<file path="src/rv_ctrl_settings.svh">
`ifndef RV_CTRL_SETTINGS_SVH
`define RV_CTRL_SETTINGS_SVH

`define RV_REG_AW     5          // register index width
`define RV_OPC_W      7
`define RV_FUNCT3_W   3
`define RV_FUNCT7_W   7

`define RV_F7_BASE    7'b0000000 // add, srl and friends
`define RV_F7_ALT     7'b0100000 // sub / sra

`define RV_OPC_R      7'b0110011
`define RV_OPC_I      7'b0010011
`define RV_OPC_B      7'b1100011
`define RV_OPC_LOAD   7'b0000011
`define RV_OPC_STORE  7'b0100011
`define RV_OPC_LUI    7'b0110111
`define RV_OPC_AUIPC  7'b0010111
`define RV_OPC_JAL    7'b1101111
`define RV_OPC_JALR   7'b1100111

`endif

</file>
<file path="src/rv_ctrl_pkg.sv">
`default_nettype none

`include "rv_ctrl_settings.svh"

package rv_ctrl_pkg;

    typedef logic [`RV_REG_AW-1:0] reg_addr_t;

    // encodings follow the datapath ALU
    typedef enum logic [4:0] {
        ALU_AND = 5'd0,
        ALU_OR  = 5'd1,
        ALU_ADD = 5'd2,
        ALU_SUB = 5'd3,
        ALU_SLL = 5'd4,
        ALU_SRL = 5'd5,
        ALU_SRA = 5'd6,
        ALU_XOR = 5'd7,
        ALU_LUI = 5'd8
    } alu_op_t;

    typedef enum logic [1:0] {
        FWD_REGFILE  = 2'd0,
        FWD_EXE_ALU  = 2'd1, // alu result of instr in exe
        FWD_MEM_ALU  = 2'd2, // alu result of instr in mem
        FWD_MEM_LOAD = 2'd3  // load data in mem
    } fwd_sel_t;

    typedef enum logic [1:0] {
        PC_PC4    = 2'd0,
        PC_BRANCH = 2'd1,
        PC_JAL    = 2'd2
    } pc_sel_t;

    // jalr target goes through the same mux leg as a taken branch
    localparam pc_sel_t PC_JALR = PC_BRANCH;

    typedef enum logic [2:0] {
        BR_NONE = 3'd0,
        BR_EQ   = 3'd1,
        BR_NE   = 3'd2,
        BR_LT   = 3'd3,
        BR_GE   = 3'd4,
        BR_JAL  = 3'd5,
        BR_JALR = 3'd6
    } branch_kind_t;

    typedef struct packed {
        alu_op_t aluc;
        logic    wreg;
        logic    wmem;
        logic    mem2reg;
        logic    aluimm;
        logic    jal;
        logic    jalr;
        logic    signext;
        logic    auipc;
        logic    ls_b;           // byte access
        logic    ls_h;           // halfword access
        logic    load_signext;
        logic    slt_instr;
        logic    compare_signed;
        logic    compare_imm;
    } ctrl_t;

endpackage

`default_nettype wire

</file>
<file path="src/rv_ctrl_if.sv">
`default_nettype none

// write-back info of the two stages ahead of decode
interface stage_wb_if;
    logic                  exe_wreg;
    logic                  exe_mem2reg;
    rv_ctrl_pkg::reg_addr_t exe_rd;
    logic                  mem_wreg;
    logic                  mem_mem2reg;
    rv_ctrl_pkg::reg_addr_t mem_rd;

    modport consumer (
        input exe_wreg, exe_mem2reg, exe_rd,
        input mem_wreg, mem_mem2reg, mem_rd
    );
endinterface

// source operands of the instr in decode
interface operand_use_if;
    rv_ctrl_pkg::reg_addr_t rs1;
    rv_ctrl_pkg::reg_addr_t rs2;
    logic                  use_rs1;
    logic                  use_rs2;

    modport producer (
        output use_rs1, use_rs2 // rs1/rs2 come straight from the instr word
    );

    modport consumer (
        input rs1, rs2, use_rs1, use_rs2
    );
endinterface

`default_nettype wire

</file>
<file path="src/instr_decoder.sv">
`default_nettype none

`include "rv_ctrl_settings.svh"

module instr_decoder (
    input  logic [`RV_OPC_W-1:0]    i_opcode,
    input  logic [`RV_FUNCT3_W-1:0] i_funct3,
    input  logic [`RV_FUNCT7_W-1:0] i_funct7,
    output rv_ctrl_pkg::ctrl_t        o_ctrl,
    output rv_ctrl_pkg::branch_kind_t o_branch,
    operand_use_if.producer           ops
);

    always_comb
    begin
        o_ctrl      = '0;                    // unknown opcode: no writes, no flags
        o_ctrl.aluc = rv_ctrl_pkg::ALU_ADD;
        o_branch    = rv_ctrl_pkg::BR_NONE;
        ops.use_rs1 = 1'b0;
        ops.use_rs2 = 1'b0;

        case (i_opcode)
            `RV_OPC_R:
            begin
                o_ctrl.wreg    = 1'b1;
                o_ctrl.signext = 1'b1;
                ops.use_rs1    = 1'b1;
                ops.use_rs2    = 1'b1;
                if (i_funct7 == `RV_F7_BASE)
                begin
                    case (i_funct3)
                        3'b001: o_ctrl.aluc = rv_ctrl_pkg::ALU_SLL;
                        3'b010, 3'b011:                    // slt, sltu
                        begin
                            o_ctrl.slt_instr      = 1'b1;
                            o_ctrl.compare_signed = ~i_funct3[0];
                        end
                        3'b100: o_ctrl.aluc = rv_ctrl_pkg::ALU_XOR;
                        3'b101: o_ctrl.aluc = rv_ctrl_pkg::ALU_SRL;
                        3'b110: o_ctrl.aluc = rv_ctrl_pkg::ALU_OR;
                        3'b111: o_ctrl.aluc = rv_ctrl_pkg::ALU_AND;
                        default: o_ctrl.aluc = rv_ctrl_pkg::ALU_ADD;
                    endcase
                end
                else if (i_funct7 == `RV_F7_ALT)
                begin
                    case (i_funct3)
                        3'b000: o_ctrl.aluc = rv_ctrl_pkg::ALU_SUB;
                        3'b101: o_ctrl.aluc = rv_ctrl_pkg::ALU_SRA;
                        default: o_ctrl.aluc = rv_ctrl_pkg::ALU_ADD;
                    endcase
                end
            end

            `RV_OPC_I:
            begin
                o_ctrl.wreg    = 1'b1;
                o_ctrl.aluimm  = 1'b1;
                o_ctrl.signext = 1'b1;
                ops.use_rs1    = 1'b1;
                case (i_funct3)
                    3'b001:                                // slli, shamt unsigned
                    begin
                        o_ctrl.aluc    = rv_ctrl_pkg::ALU_SLL;
                        o_ctrl.signext = 1'b0;
                    end
                    3'b010, 3'b011:                        // slti, sltiu
                    begin
                        o_ctrl.slt_instr      = 1'b1;
                        o_ctrl.compare_imm    = 1'b1;
                        o_ctrl.compare_signed = ~i_funct3[0];
                    end
                    3'b100: o_ctrl.aluc = rv_ctrl_pkg::ALU_XOR;
                    3'b101:
                    begin
                        o_ctrl.signext = 1'b0;
                        if (i_funct7 == `RV_F7_BASE)
                            o_ctrl.aluc = rv_ctrl_pkg::ALU_SRL;
                        else if (i_funct7 == `RV_F7_ALT)
                            o_ctrl.aluc = rv_ctrl_pkg::ALU_SRA;
                    end
                    3'b110: o_ctrl.aluc = rv_ctrl_pkg::ALU_OR;
                    3'b111: o_ctrl.aluc = rv_ctrl_pkg::ALU_AND;
                    default: o_ctrl.aluc = rv_ctrl_pkg::ALU_ADD;
                endcase
            end

            `RV_OPC_B:
            begin
                o_ctrl.signext        = 1'b1;
                o_ctrl.compare_signed = ~i_funct3[1]; // bltu/bgeu have funct3[1] set
                ops.use_rs1           = 1'b1;
                ops.use_rs2           = 1'b1;
                case (i_funct3)
                    3'b000: o_branch = rv_ctrl_pkg::BR_EQ;
                    3'b001: o_branch = rv_ctrl_pkg::BR_NE;
                    3'b100, 3'b110: o_branch = rv_ctrl_pkg::BR_LT;
                    3'b101, 3'b111: o_branch = rv_ctrl_pkg::BR_GE;
                    default: o_branch = rv_ctrl_pkg::BR_NONE;
                endcase
            end

            `RV_OPC_LOAD:
            begin
                o_ctrl.wreg    = 1'b1;
                o_ctrl.mem2reg = 1'b1;
                o_ctrl.aluimm  = 1'b1;
                o_ctrl.signext = 1'b1;
                ops.use_rs1    = 1'b1;
                o_ctrl.ls_b    = (i_funct3 == 3'b000) || (i_funct3 == 3'b100);
                o_ctrl.ls_h    = (i_funct3 == 3'b001) || (i_funct3 == 3'b101);
                o_ctrl.load_signext = (i_funct3 == 3'b000) || (i_funct3 == 3'b001); // lb, lh
            end

            `RV_OPC_STORE:
            begin
                o_ctrl.wmem    = 1'b1;
                o_ctrl.aluimm  = 1'b1;
                o_ctrl.signext = 1'b1;
                ops.use_rs1    = 1'b1;
                ops.use_rs2    = 1'b1;
                o_ctrl.ls_b    = (i_funct3 == 3'b000);  // sb
                o_ctrl.ls_h    = (i_funct3 == 3'b001);  // sh
            end

            `RV_OPC_LUI:
            begin
                o_ctrl.wreg   = 1'b1;
                o_ctrl.aluimm = 1'b1;
                o_ctrl.aluc   = rv_ctrl_pkg::ALU_LUI;
            end

            `RV_OPC_AUIPC:
            begin
                o_ctrl.wreg    = 1'b1;
                o_ctrl.aluimm  = 1'b1;
                o_ctrl.signext = 1'b1;
                o_ctrl.auipc   = 1'b1;
            end

            `RV_OPC_JAL:
            begin
                o_ctrl.wreg = 1'b1;
                o_ctrl.jal  = 1'b1;                    // link pc+4 into rd
                o_branch    = rv_ctrl_pkg::BR_JAL;
            end

            `RV_OPC_JALR:
            begin
                o_ctrl.wreg    = 1'b1;
                o_ctrl.jal     = 1'b1;
                o_ctrl.jalr    = 1'b1;
                o_ctrl.signext = 1'b1;
                ops.use_rs1    = 1'b1;
                o_branch       = rv_ctrl_pkg::BR_JALR;
            end

            default: o_branch = rv_ctrl_pkg::BR_NONE;
        endcase
    end

endmodule

`default_nettype wire

</file>
<file path="src/branch_resolve.sv">
`default_nettype none

module branch_resolve (
    input  rv_ctrl_pkg::branch_kind_t i_branch,
    input  logic                      i_compare_lt, // rs1 < rs2, signedness set by decode
    input  logic                      i_compare_eq,
    output rv_ctrl_pkg::pc_sel_t      o_pcsrc,
    output logic                      o_flush
);

    logic taken;

    always_comb
    begin
        case (i_branch)
            rv_ctrl_pkg::BR_EQ: taken = i_compare_eq;
            rv_ctrl_pkg::BR_NE: taken = ~i_compare_eq;
            rv_ctrl_pkg::BR_LT: taken = i_compare_lt;
            rv_ctrl_pkg::BR_GE: taken = ~i_compare_lt;
            default:            taken = 1'b0;
        endcase
    end

    always_comb
    begin
        case (i_branch)
            rv_ctrl_pkg::BR_JAL:  o_pcsrc = rv_ctrl_pkg::PC_JAL;
            rv_ctrl_pkg::BR_JALR: o_pcsrc = rv_ctrl_pkg::PC_JALR;
            default:
            begin
                if (taken)
                    o_pcsrc = rv_ctrl_pkg::PC_BRANCH;
                else
                    o_pcsrc = rv_ctrl_pkg::PC_PC4;
            end
        endcase
    end

    // any redirect kills the instr fetched behind it
    assign o_flush = (o_pcsrc != rv_ctrl_pkg::PC_PC4);

endmodule

`default_nettype wire

</file>
<file path="src/forward_unit.sv">
`default_nettype none

module forward_unit (
    stage_wb_if.consumer         stages,
    operand_use_if.consumer      ops,
    output rv_ctrl_pkg::fwd_sel_t o_fwda,
    output rv_ctrl_pkg::fwd_sel_t o_fwdb
);

    logic exe_alu_wr; // exe writes an alu result to a real register
    logic mem_alu_wr;
    logic mem_ld_wr;  // mem holds load data headed for a real register

    assign exe_alu_wr = stages.exe_wreg && (stages.exe_rd != '0) && !stages.exe_mem2reg;
    assign mem_alu_wr = stages.mem_wreg && (stages.mem_rd != '0) && !stages.mem_mem2reg;
    assign mem_ld_wr  = stages.mem_wreg && (stages.mem_rd != '0) && stages.mem_mem2reg;

    // youngest producer wins
    function automatic rv_ctrl_pkg::fwd_sel_t pick_source(
        input rv_ctrl_pkg::reg_addr_t rs,
        input rv_ctrl_pkg::reg_addr_t exe_rd,
        input rv_ctrl_pkg::reg_addr_t mem_rd,
        input logic                   exe_alu,
        input logic                   mem_alu,
        input logic                   mem_ld
    );
        if (exe_alu && (exe_rd == rs))
            return rv_ctrl_pkg::FWD_EXE_ALU;
        else if (mem_alu && (mem_rd == rs))
            return rv_ctrl_pkg::FWD_MEM_ALU;
        else if (mem_ld && (mem_rd == rs))
            return rv_ctrl_pkg::FWD_MEM_LOAD;
        else
            return rv_ctrl_pkg::FWD_REGFILE;
    endfunction

    // use flags not consulted, a spurious forward is harmless
    assign o_fwda = pick_source(ops.rs1, stages.exe_rd, stages.mem_rd,
                                exe_alu_wr, mem_alu_wr, mem_ld_wr);
    assign o_fwdb = pick_source(ops.rs2, stages.exe_rd, stages.mem_rd,
                                exe_alu_wr, mem_alu_wr, mem_ld_wr);

endmodule

`default_nettype wire

</file>
<file path="src/load_use_stall.sv">
`default_nettype none

module load_use_stall (
    stage_wb_if.consumer       stages,
    operand_use_if.consumer    ops,
    input  rv_ctrl_pkg::ctrl_t i_ctrl,
    output rv_ctrl_pkg::ctrl_t o_ctrl,
    output logic               o_stall
);

    logic exe_load;
    logic hit_rs1;
    logic hit_rs2;

    // load data not ready until mem, so no forward path exists
    assign exe_load = stages.exe_wreg && stages.exe_mem2reg && (stages.exe_rd != '0);
    assign hit_rs1  = ops.use_rs1 && (stages.exe_rd == ops.rs1);
    assign hit_rs2  = ops.use_rs2 && (stages.exe_rd == ops.rs2);
    assign o_stall  = exe_load && (hit_rs1 || hit_rs2);

    always_comb
    begin
        o_ctrl      = i_ctrl;
        o_ctrl.wreg = i_ctrl.wreg & ~o_stall; // bubble: no side effects
        o_ctrl.wmem = i_ctrl.wmem & ~o_stall;
    end

endmodule

`default_nettype wire

</file>
<file path="src/control_unit.sv">
`default_nettype none

`include "rv_ctrl_settings.svh"

module control_unit (
    input  logic [`RV_OPC_W-1:0]    i_opcode,
    input  logic [`RV_FUNCT3_W-1:0] i_funct3,
    input  logic [`RV_FUNCT7_W-1:0] i_funct7,
    input  logic [`RV_REG_AW-1:0]   i_rs1,
    input  logic [`RV_REG_AW-1:0]   i_rs2,
    input  logic                    i_compare_lt,
    input  logic                    i_compare_eq,
    input  logic                    i_exe_wreg,
    input  logic                    i_exe_mem2reg,
    input  logic [`RV_REG_AW-1:0]   i_exe_rd,
    input  logic                    i_mem_wreg,
    input  logic                    i_mem_mem2reg,
    input  logic [`RV_REG_AW-1:0]   i_mem_rd,
    output logic                    o_not_stall,
    output logic                    o_flush,
    output rv_ctrl_pkg::pc_sel_t    o_pcsrc,
    output rv_ctrl_pkg::fwd_sel_t   o_fwda,
    output rv_ctrl_pkg::fwd_sel_t   o_fwdb,
    output rv_ctrl_pkg::alu_op_t    o_aluc,
    output logic                    o_wreg,
    output logic                    o_wmem,
    output logic                    o_mem2reg,
    output logic                    o_aluimm,
    output logic                    o_jal,
    output logic                    o_jalr,
    output logic                    o_signext,
    output logic                    o_auipc,
    output logic                    o_ls_b,
    output logic                    o_ls_h,
    output logic                    o_load_signext,
    output logic                    o_slt_instr,
    output logic                    o_compare_signed,
    output logic                    o_compare_imm
);

    rv_ctrl_pkg::ctrl_t        dec_ctrl;
    rv_ctrl_pkg::ctrl_t        ctrl;     // after stall gating
    rv_ctrl_pkg::branch_kind_t branch;
    logic                      stall;

    stage_wb_if    stages_if ();
    operand_use_if ops_if ();

    assign stages_if.exe_wreg    = i_exe_wreg;
    assign stages_if.exe_mem2reg = i_exe_mem2reg;
    assign stages_if.exe_rd      = i_exe_rd;
    assign stages_if.mem_wreg    = i_mem_wreg;
    assign stages_if.mem_mem2reg = i_mem_mem2reg;
    assign stages_if.mem_rd      = i_mem_rd;
    assign ops_if.rs1            = i_rs1;
    assign ops_if.rs2            = i_rs2;

    instr_decoder instr_decoder_inst (
        .i_opcode (i_opcode),
        .i_funct3 (i_funct3),
        .i_funct7 (i_funct7),
        .o_ctrl   (dec_ctrl),
        .o_branch (branch),
        .ops      (ops_if)
    );

    branch_resolve branch_resolve_inst (
        .i_branch     (branch),
        .i_compare_lt (i_compare_lt),
        .i_compare_eq (i_compare_eq),
        .o_pcsrc      (o_pcsrc),
        .o_flush      (o_flush)
    );

    forward_unit forward_unit_inst (
        .stages (stages_if),
        .ops    (ops_if),
        .o_fwda (o_fwda),
        .o_fwdb (o_fwdb)
    );

    load_use_stall load_use_stall_inst (
        .stages  (stages_if),
        .ops     (ops_if),
        .i_ctrl  (dec_ctrl),
        .o_ctrl  (ctrl),
        .o_stall (stall)
    );

    assign o_not_stall      = ~stall;
    assign o_aluc           = ctrl.aluc;
    assign o_wreg           = ctrl.wreg;
    assign o_wmem           = ctrl.wmem;
    assign o_mem2reg        = ctrl.mem2reg;
    assign o_aluimm         = ctrl.aluimm;
    assign o_jal            = ctrl.jal;
    assign o_jalr           = ctrl.jalr;
    assign o_signext        = ctrl.signext;
    assign o_auipc          = ctrl.auipc;
    assign o_ls_b           = ctrl.ls_b;
    assign o_ls_h           = ctrl.ls_h;
    assign o_load_signext   = ctrl.load_signext;
    assign o_slt_instr      = ctrl.slt_instr;
    assign o_compare_signed = ctrl.compare_signed;
    assign o_compare_imm    = ctrl.compare_imm;

endmodule

`default_nettype wire

</file>
<file path="config.mk">
export PLATFORM = sky130hd
export DESIGN_NAME = control_unit
export DESIGN_NICKNAME = d
export VERILOG_FILES = /design/src/rv_ctrl_pkg.sv /design/src/rv_ctrl_if.sv /design/src/instr_decoder.sv /design/src/branch_resolve.sv /design/src/forward_unit.sv /design/src/load_use_stall.sv /design/src/control_unit.sv
export VERILOG_INCLUDE_DIRS = /design/src
export SDC_FILE = /design/constraint.sdc
export NUM_CORES = 1
export LEC_CHECK = 0
export BUFFER_PORTS_ARGS = -buffer_cell sky130_fd_sc_hd__buf_2
export CAP_MARGIN = 25
export CORE_AREA = 2 2 53 55
export DETAILED_ROUTE_END_ITERATION = 10
export DIE_AREA = 0 0 55 57
export PLACE_DENSITY = 0.81
export SLEW_MARGIN = 20
export SYNTH_ARGS = -nofsm -noshare
export SYNTH_HDL_FRONTEND = slang
export SYNTH_HIERARCHICAL = 1
export SYNTH_SLANG_ARGS = --single-unit
</file>
<file path="constraint.sdc">
create_clock -name vclk -period 2.2
set_clock_uncertainty 0.1 [all_clocks]
set_input_delay 0.33 -clock vclk [all_inputs]
set_output_delay 0.33 -clock vclk [all_outputs]
set_load 0.01 [all_outputs]
</file>
Word-level counts from Yosys, hierarchy flattened --
Cells that the tools add are included. W data, S select, Z words.
Word-level totals: bits in registers 0, input bits 43, output and inout port bits 27, word-level logic and storage cells 109
Operators by class: equality and inequality tests 27, multiplexer cells 38, bitwise logic cells 7, reductions and logical operators 37
Operator list (count):
- $eq A7 B6 Y1 const B | 4
- $pmux W5 S5 | 1
- $eq A3 B3 Y1 const B | 7
- $eq A7 B7 Y1 const B | 3
- $eq A5 B5 Y1 | 4
- $logic_and A1 B1 Y1 | 16
- $mux W2 | 8
- $pmux W3 S5 | 1
- $pmux W5 S3 | 1
- $eq A7 B5 Y1 const B | 2
- $mux W1 | 13
- $eq A3 B2 Y1 const B | 4
- $mux W3 | 4
- $pmux W3 S4 | 1
- $reduce_or A6 Y1 | 2
- $reduce_bool A5 Y1 | 2
- $reduce_or A2 Y1 | 5
- $pmux W3 S3 | 1
- $pmux W2 S2 | 2
- $eq A7 B2 Y1 const B | 1
- $logic_not A7 Y1 | 1
- $reduce_or A7 Y1 | 1
- $eq A3 B1 Y1 const B | 2
- $pmux W3 S2 | 1
- 12 further kinds | 22

Depth between registers and ports, before layout --
word-level depth 9, gate-level depth with buffers 7, mapped depth without buffers 7

Hierarchy --
Netlist, hierarchy kept.
By module, submodules not included:
- instr_decoder | times used 1, cells an instance 76, area each 454.2 µm², sequential area each 0.0 µm²
- forward_unit | times used 1, cells an instance 42, area each 304.0 µm², sequential area each 0.0 µm²
- load_use_stall | times used 1, cells an instance 37, area each 279.0 µm², sequential area each 0.0 µm²
- branch_resolve | times used 1, cells an instance 12, area each 81.3 µm², sequential area each 0.0 µm²
- control_unit | times used 1, cells an instance 1, area each 3.8 µm², sequential area each 0.0 µm²

Least setup slack after synthesis --
Ideal clock, no wire load.
path kind in2out, start in i_funct3[0], end out o_flush, arrival 1.830 ns, data required time 1.770 ns, path slack -0.060 ns, stages on the path 7, buffers on the path 1, path through clkbuf_1 nor2b_1 o21ai_0 a21boi_0 nand2b_1 a21oi_1 nor3b_1
On the way: word-level cells in the longest chain between the ends 9, elaborated cells on any way between the ends 20, classes of those cells eq/ne: 11; mux: 5; reduce/logical: 4
RTL lines:
- start, declared | RTL line control_unit.sv:7 | input logic [`RV_FUNCT3_W-1:0] i_funct3,
- $eq A3 B3 Y1 | RTL line instr_decoder.sv:94 | case (i_funct3)
- $reduce_or A2 Y1 | RTL line instr_decoder.sv:94
- $pmux W3 S4 (*) | RTL line instr_decoder.sv:94
- $pmux W3 S3 (*) | RTL line instr_decoder.sv:22 | case (i_opcode)
- via branch[1] | RTL line control_unit.sv:43 | rv_ctrl_pkg::branch_kind_t branch;
- $eq A3 B3 Y1 (tied with other cells) | RTL line branch_resolve.sv:15 | case (i_branch)
- $pmux W1 S4 | RTL line branch_resolve.sv:15
- $mux W1 | RTL line branch_resolve.sv:31 | if (taken)
- $pmux W2 S2 (*) | RTL line branch_resolve.sv:26 | case (i_branch)
- $reduce_bool A2 Y1 (*) | RTL line branch_resolve.sv:40 | assign o_flush = (o_pcsrc != rv_ctrl_pkg::PC_PC4);
- end, declared | RTL line control_unit.sv:20 | output logic o_flush,
The timed path passes the listed nets; every way through them passes the cells marked *.

Final worst setup path --
start in i_opcode[2], end out o_compare_signed
On the way: word-level cells in the longest chain between the ends 2, elaborated cells on any way between the ends 4, classes of those cells eq/ne: 3; mux: 1
RTL lines:
- start, declared | RTL line control_unit.sv:6 | input logic [`RV_OPC_W-1:0] i_opcode,
- $eq A7 B7 Y1 (tied with other cells) | RTL line instr_decoder.sv:22
- $pmux W1 S3 (*) | RTL line instr_decoder.sv:22
- end, declared | RTL line control_unit.sv:37 | output logic o_compare_signed,
Every way passes the cells marked *; elsewhere a longest branch is shown, timed or not.

==> impl_results.md <==
* Status: completed
* CP endpoint kind: primary output
* Post-DR vias/cell at 5.28
* First-pass GRT wire length at roughly 4700 microns
* Synth top area share at 0.140
* Hold path depth at 4
* Power density over the cells at between 100 and 150 nW/um^2
* Length of the first detailed-routing pass in iterations at 4
* DIE WIDTH at 55 microns
* All-layer global routing usage at 0.186
* P_leak at 0.682 nW
* Antenna diode count at 0
* DRC errors left at 0
* Synthesized net count at roughly 210
* Die ar. at 3140 sq um
* RePlAce Congestion at about 0.84
* Nets at about 270
* Post_cts resized at 0
* Fin cells at about 250
* Port Buffer Count at approximately 70
* Mapped cell area at 1120 sq um
* Detailed placement HPWL at between 2000 and 2500 microns
* Layout cells sized above 1 at 0.407
* WL per Instance at between 10 and 15 microns
* Register area share after synthesis at 0
* Final Critical Period at between 2 and 2.5 ns
* Max-slew violation count at 0
* Post-route core utilization at 0.556
* Hold buffers post-CTS at 0
* DR iter-0 viols at 20
* Worst hold path class: in2out
* Syn Inst Count at between 150 and 200
* Hold endpoint: o_fwda[1]
* Yosys warns at 6
* Core Region at 2620 sq um
* WP data required at between 1.5 and 2 ns
* Via Count at roughly 1,300
* WL final at between 2000 and 3000 microns
* Fin crit share at 0.959
* RSZ-0062 raised after global routing: true
* Vias in the first global route at 1,170
* Initial Util at 0.429
* Final setup vio count at 0
* Max-cap violations at 0
* Largest net degree at the start of global routing at 20
* Crit Path Category: in2out
* Die Height at around 57 microns
* Largest area contributor in the netlist: xnor2_1
* Boundary pin count at 70
* Worst Setup Start Kind: input port
* Post-synth cell types at 46
* Syn Area/Cell at 6.68 sq um
* Buffer count from post-CTS setup fixing at 0
* Congestion Overflow GR at 0
* Placed cell count at 252
* Clkbuf count at 0
* Place WS at 0.0439 ns
* Synth top cells by count: 18 x buf_4, 18 x xnor2_1, 14 x nand2_1, 12 x nor2_1, 12 x xor2_1
* Fmax at between 400 and 500 MHz
* Num sequential at 0
* Max FO, Critical Path at 6
* Worst EP arrival at 1.68 ns
* Maximum vdd drop at 130 uV
* Final WS setup at between 0.09 and 0.1 ns
* Rows at 19
* Register Area at 0 sq um
* Hold slack at just over 0.9 ns
* Hold Vio Cnt, Final at 0
* Antenna Nets Post-Route at 0
* Synth-to-layout area growth at 29.5%
* Top post-synthesis cells by area: xnor2_1 14%, buf_4 12%, xor2_1 9.4%
* Min-delay src: i_mem_wreg
* Initial antenna violation count at 0
## layout make-up
cell class,instances,area (sq um)
fill,277,1160
timing repair buffer,77,405
multi-input combinational,137,983
inverter,7,26.3
tap,31,38.8
## stage by stage
step	cell area [sq um]	setup TNS, ns	total power [W]
after floorplan	1120	0	0.000111
after global placement	1410	0	0.000194
after detailed placement	1410	0	0.000198
after CTS	1410	0	0.000199
after global routing	1450	-0.0305	0.000226
final	1450	0	0.000202
## placed cells by master (no fill, tap or decap), types with 2 or more instances in the layout
cell type  instances
nor3_1             8
a21oi_1            4
a21boi_1           3
nor4b_1            2
xnor2_1           18
nor3b_2            2
buf_2             69
nor2b_1            2
inv_1              6
o21ai_1            2
nand3_1            5
nand2b_1           4
nor2_1            12
o21ai_0            4
nand3b_1           2
or3_1              2
o211ai_1           2
nand4_1            6
nand2_1           14
a211oi_1           2
mux2i_1            2
buf_4              8
nor4_1             3
xor2_1            12
and2_1             2
## critical path, stage by stage
cell	delay (ns)
buf_2	0.14
or2_1	0.27
or3_1	0.44
a211oi_4	0.21
o2bb2ai_1	0.14
buf_2	0.15
## power by group
group	switching (W)	total [W]	internal (W)	leakage [nW]
sequential	0	0	0	0
clock	0	0	0	0
combinational	0.000108	0.000202	0.0000942	0.682
## worst max-delay path by stage
stage / start / to / slack, ns / depth (start not counted)
finish: i_opcode[2] / o_compare_signed / 0.09 / 6
global route: i_opcode[4] / o_flush / -0.03 / 9
CTS: i_opcode[4] / o_flush / 0.04 / 8
detailed placement: i_opcode[4] / o_flush / 0.04 / 8
global placement: i_opcode[4] / o_flush / 0.09 / 8
floorplan: i_funct3[0] / o_flush / 0.07 / 7
## metal layers
metal / wire [microns] / vias up / GRT usage
met4: 0 / 0 / 0.0105
met5: 0 / - / 0
met3: 146 / 0 / 0.0105
met2: 1480 / 38 / 0.344
li1: - / 684 / -
met1: 1250 / 609 / 0.241
## cell families (layout without fill, tap and decap cells)
logic type,count (synthesis),after routing,share of synthesized area
xor gates and xnor gates,30,30,0.234
other,1,1,0.00334
buffers and inverters,31,84,0.165
muxes,2,2,0.0178
AOI/OAI and AO/OA,32,32,0.212
and+or+nand+nor,72,72,0.368
(Power assumes the default switching activity.)
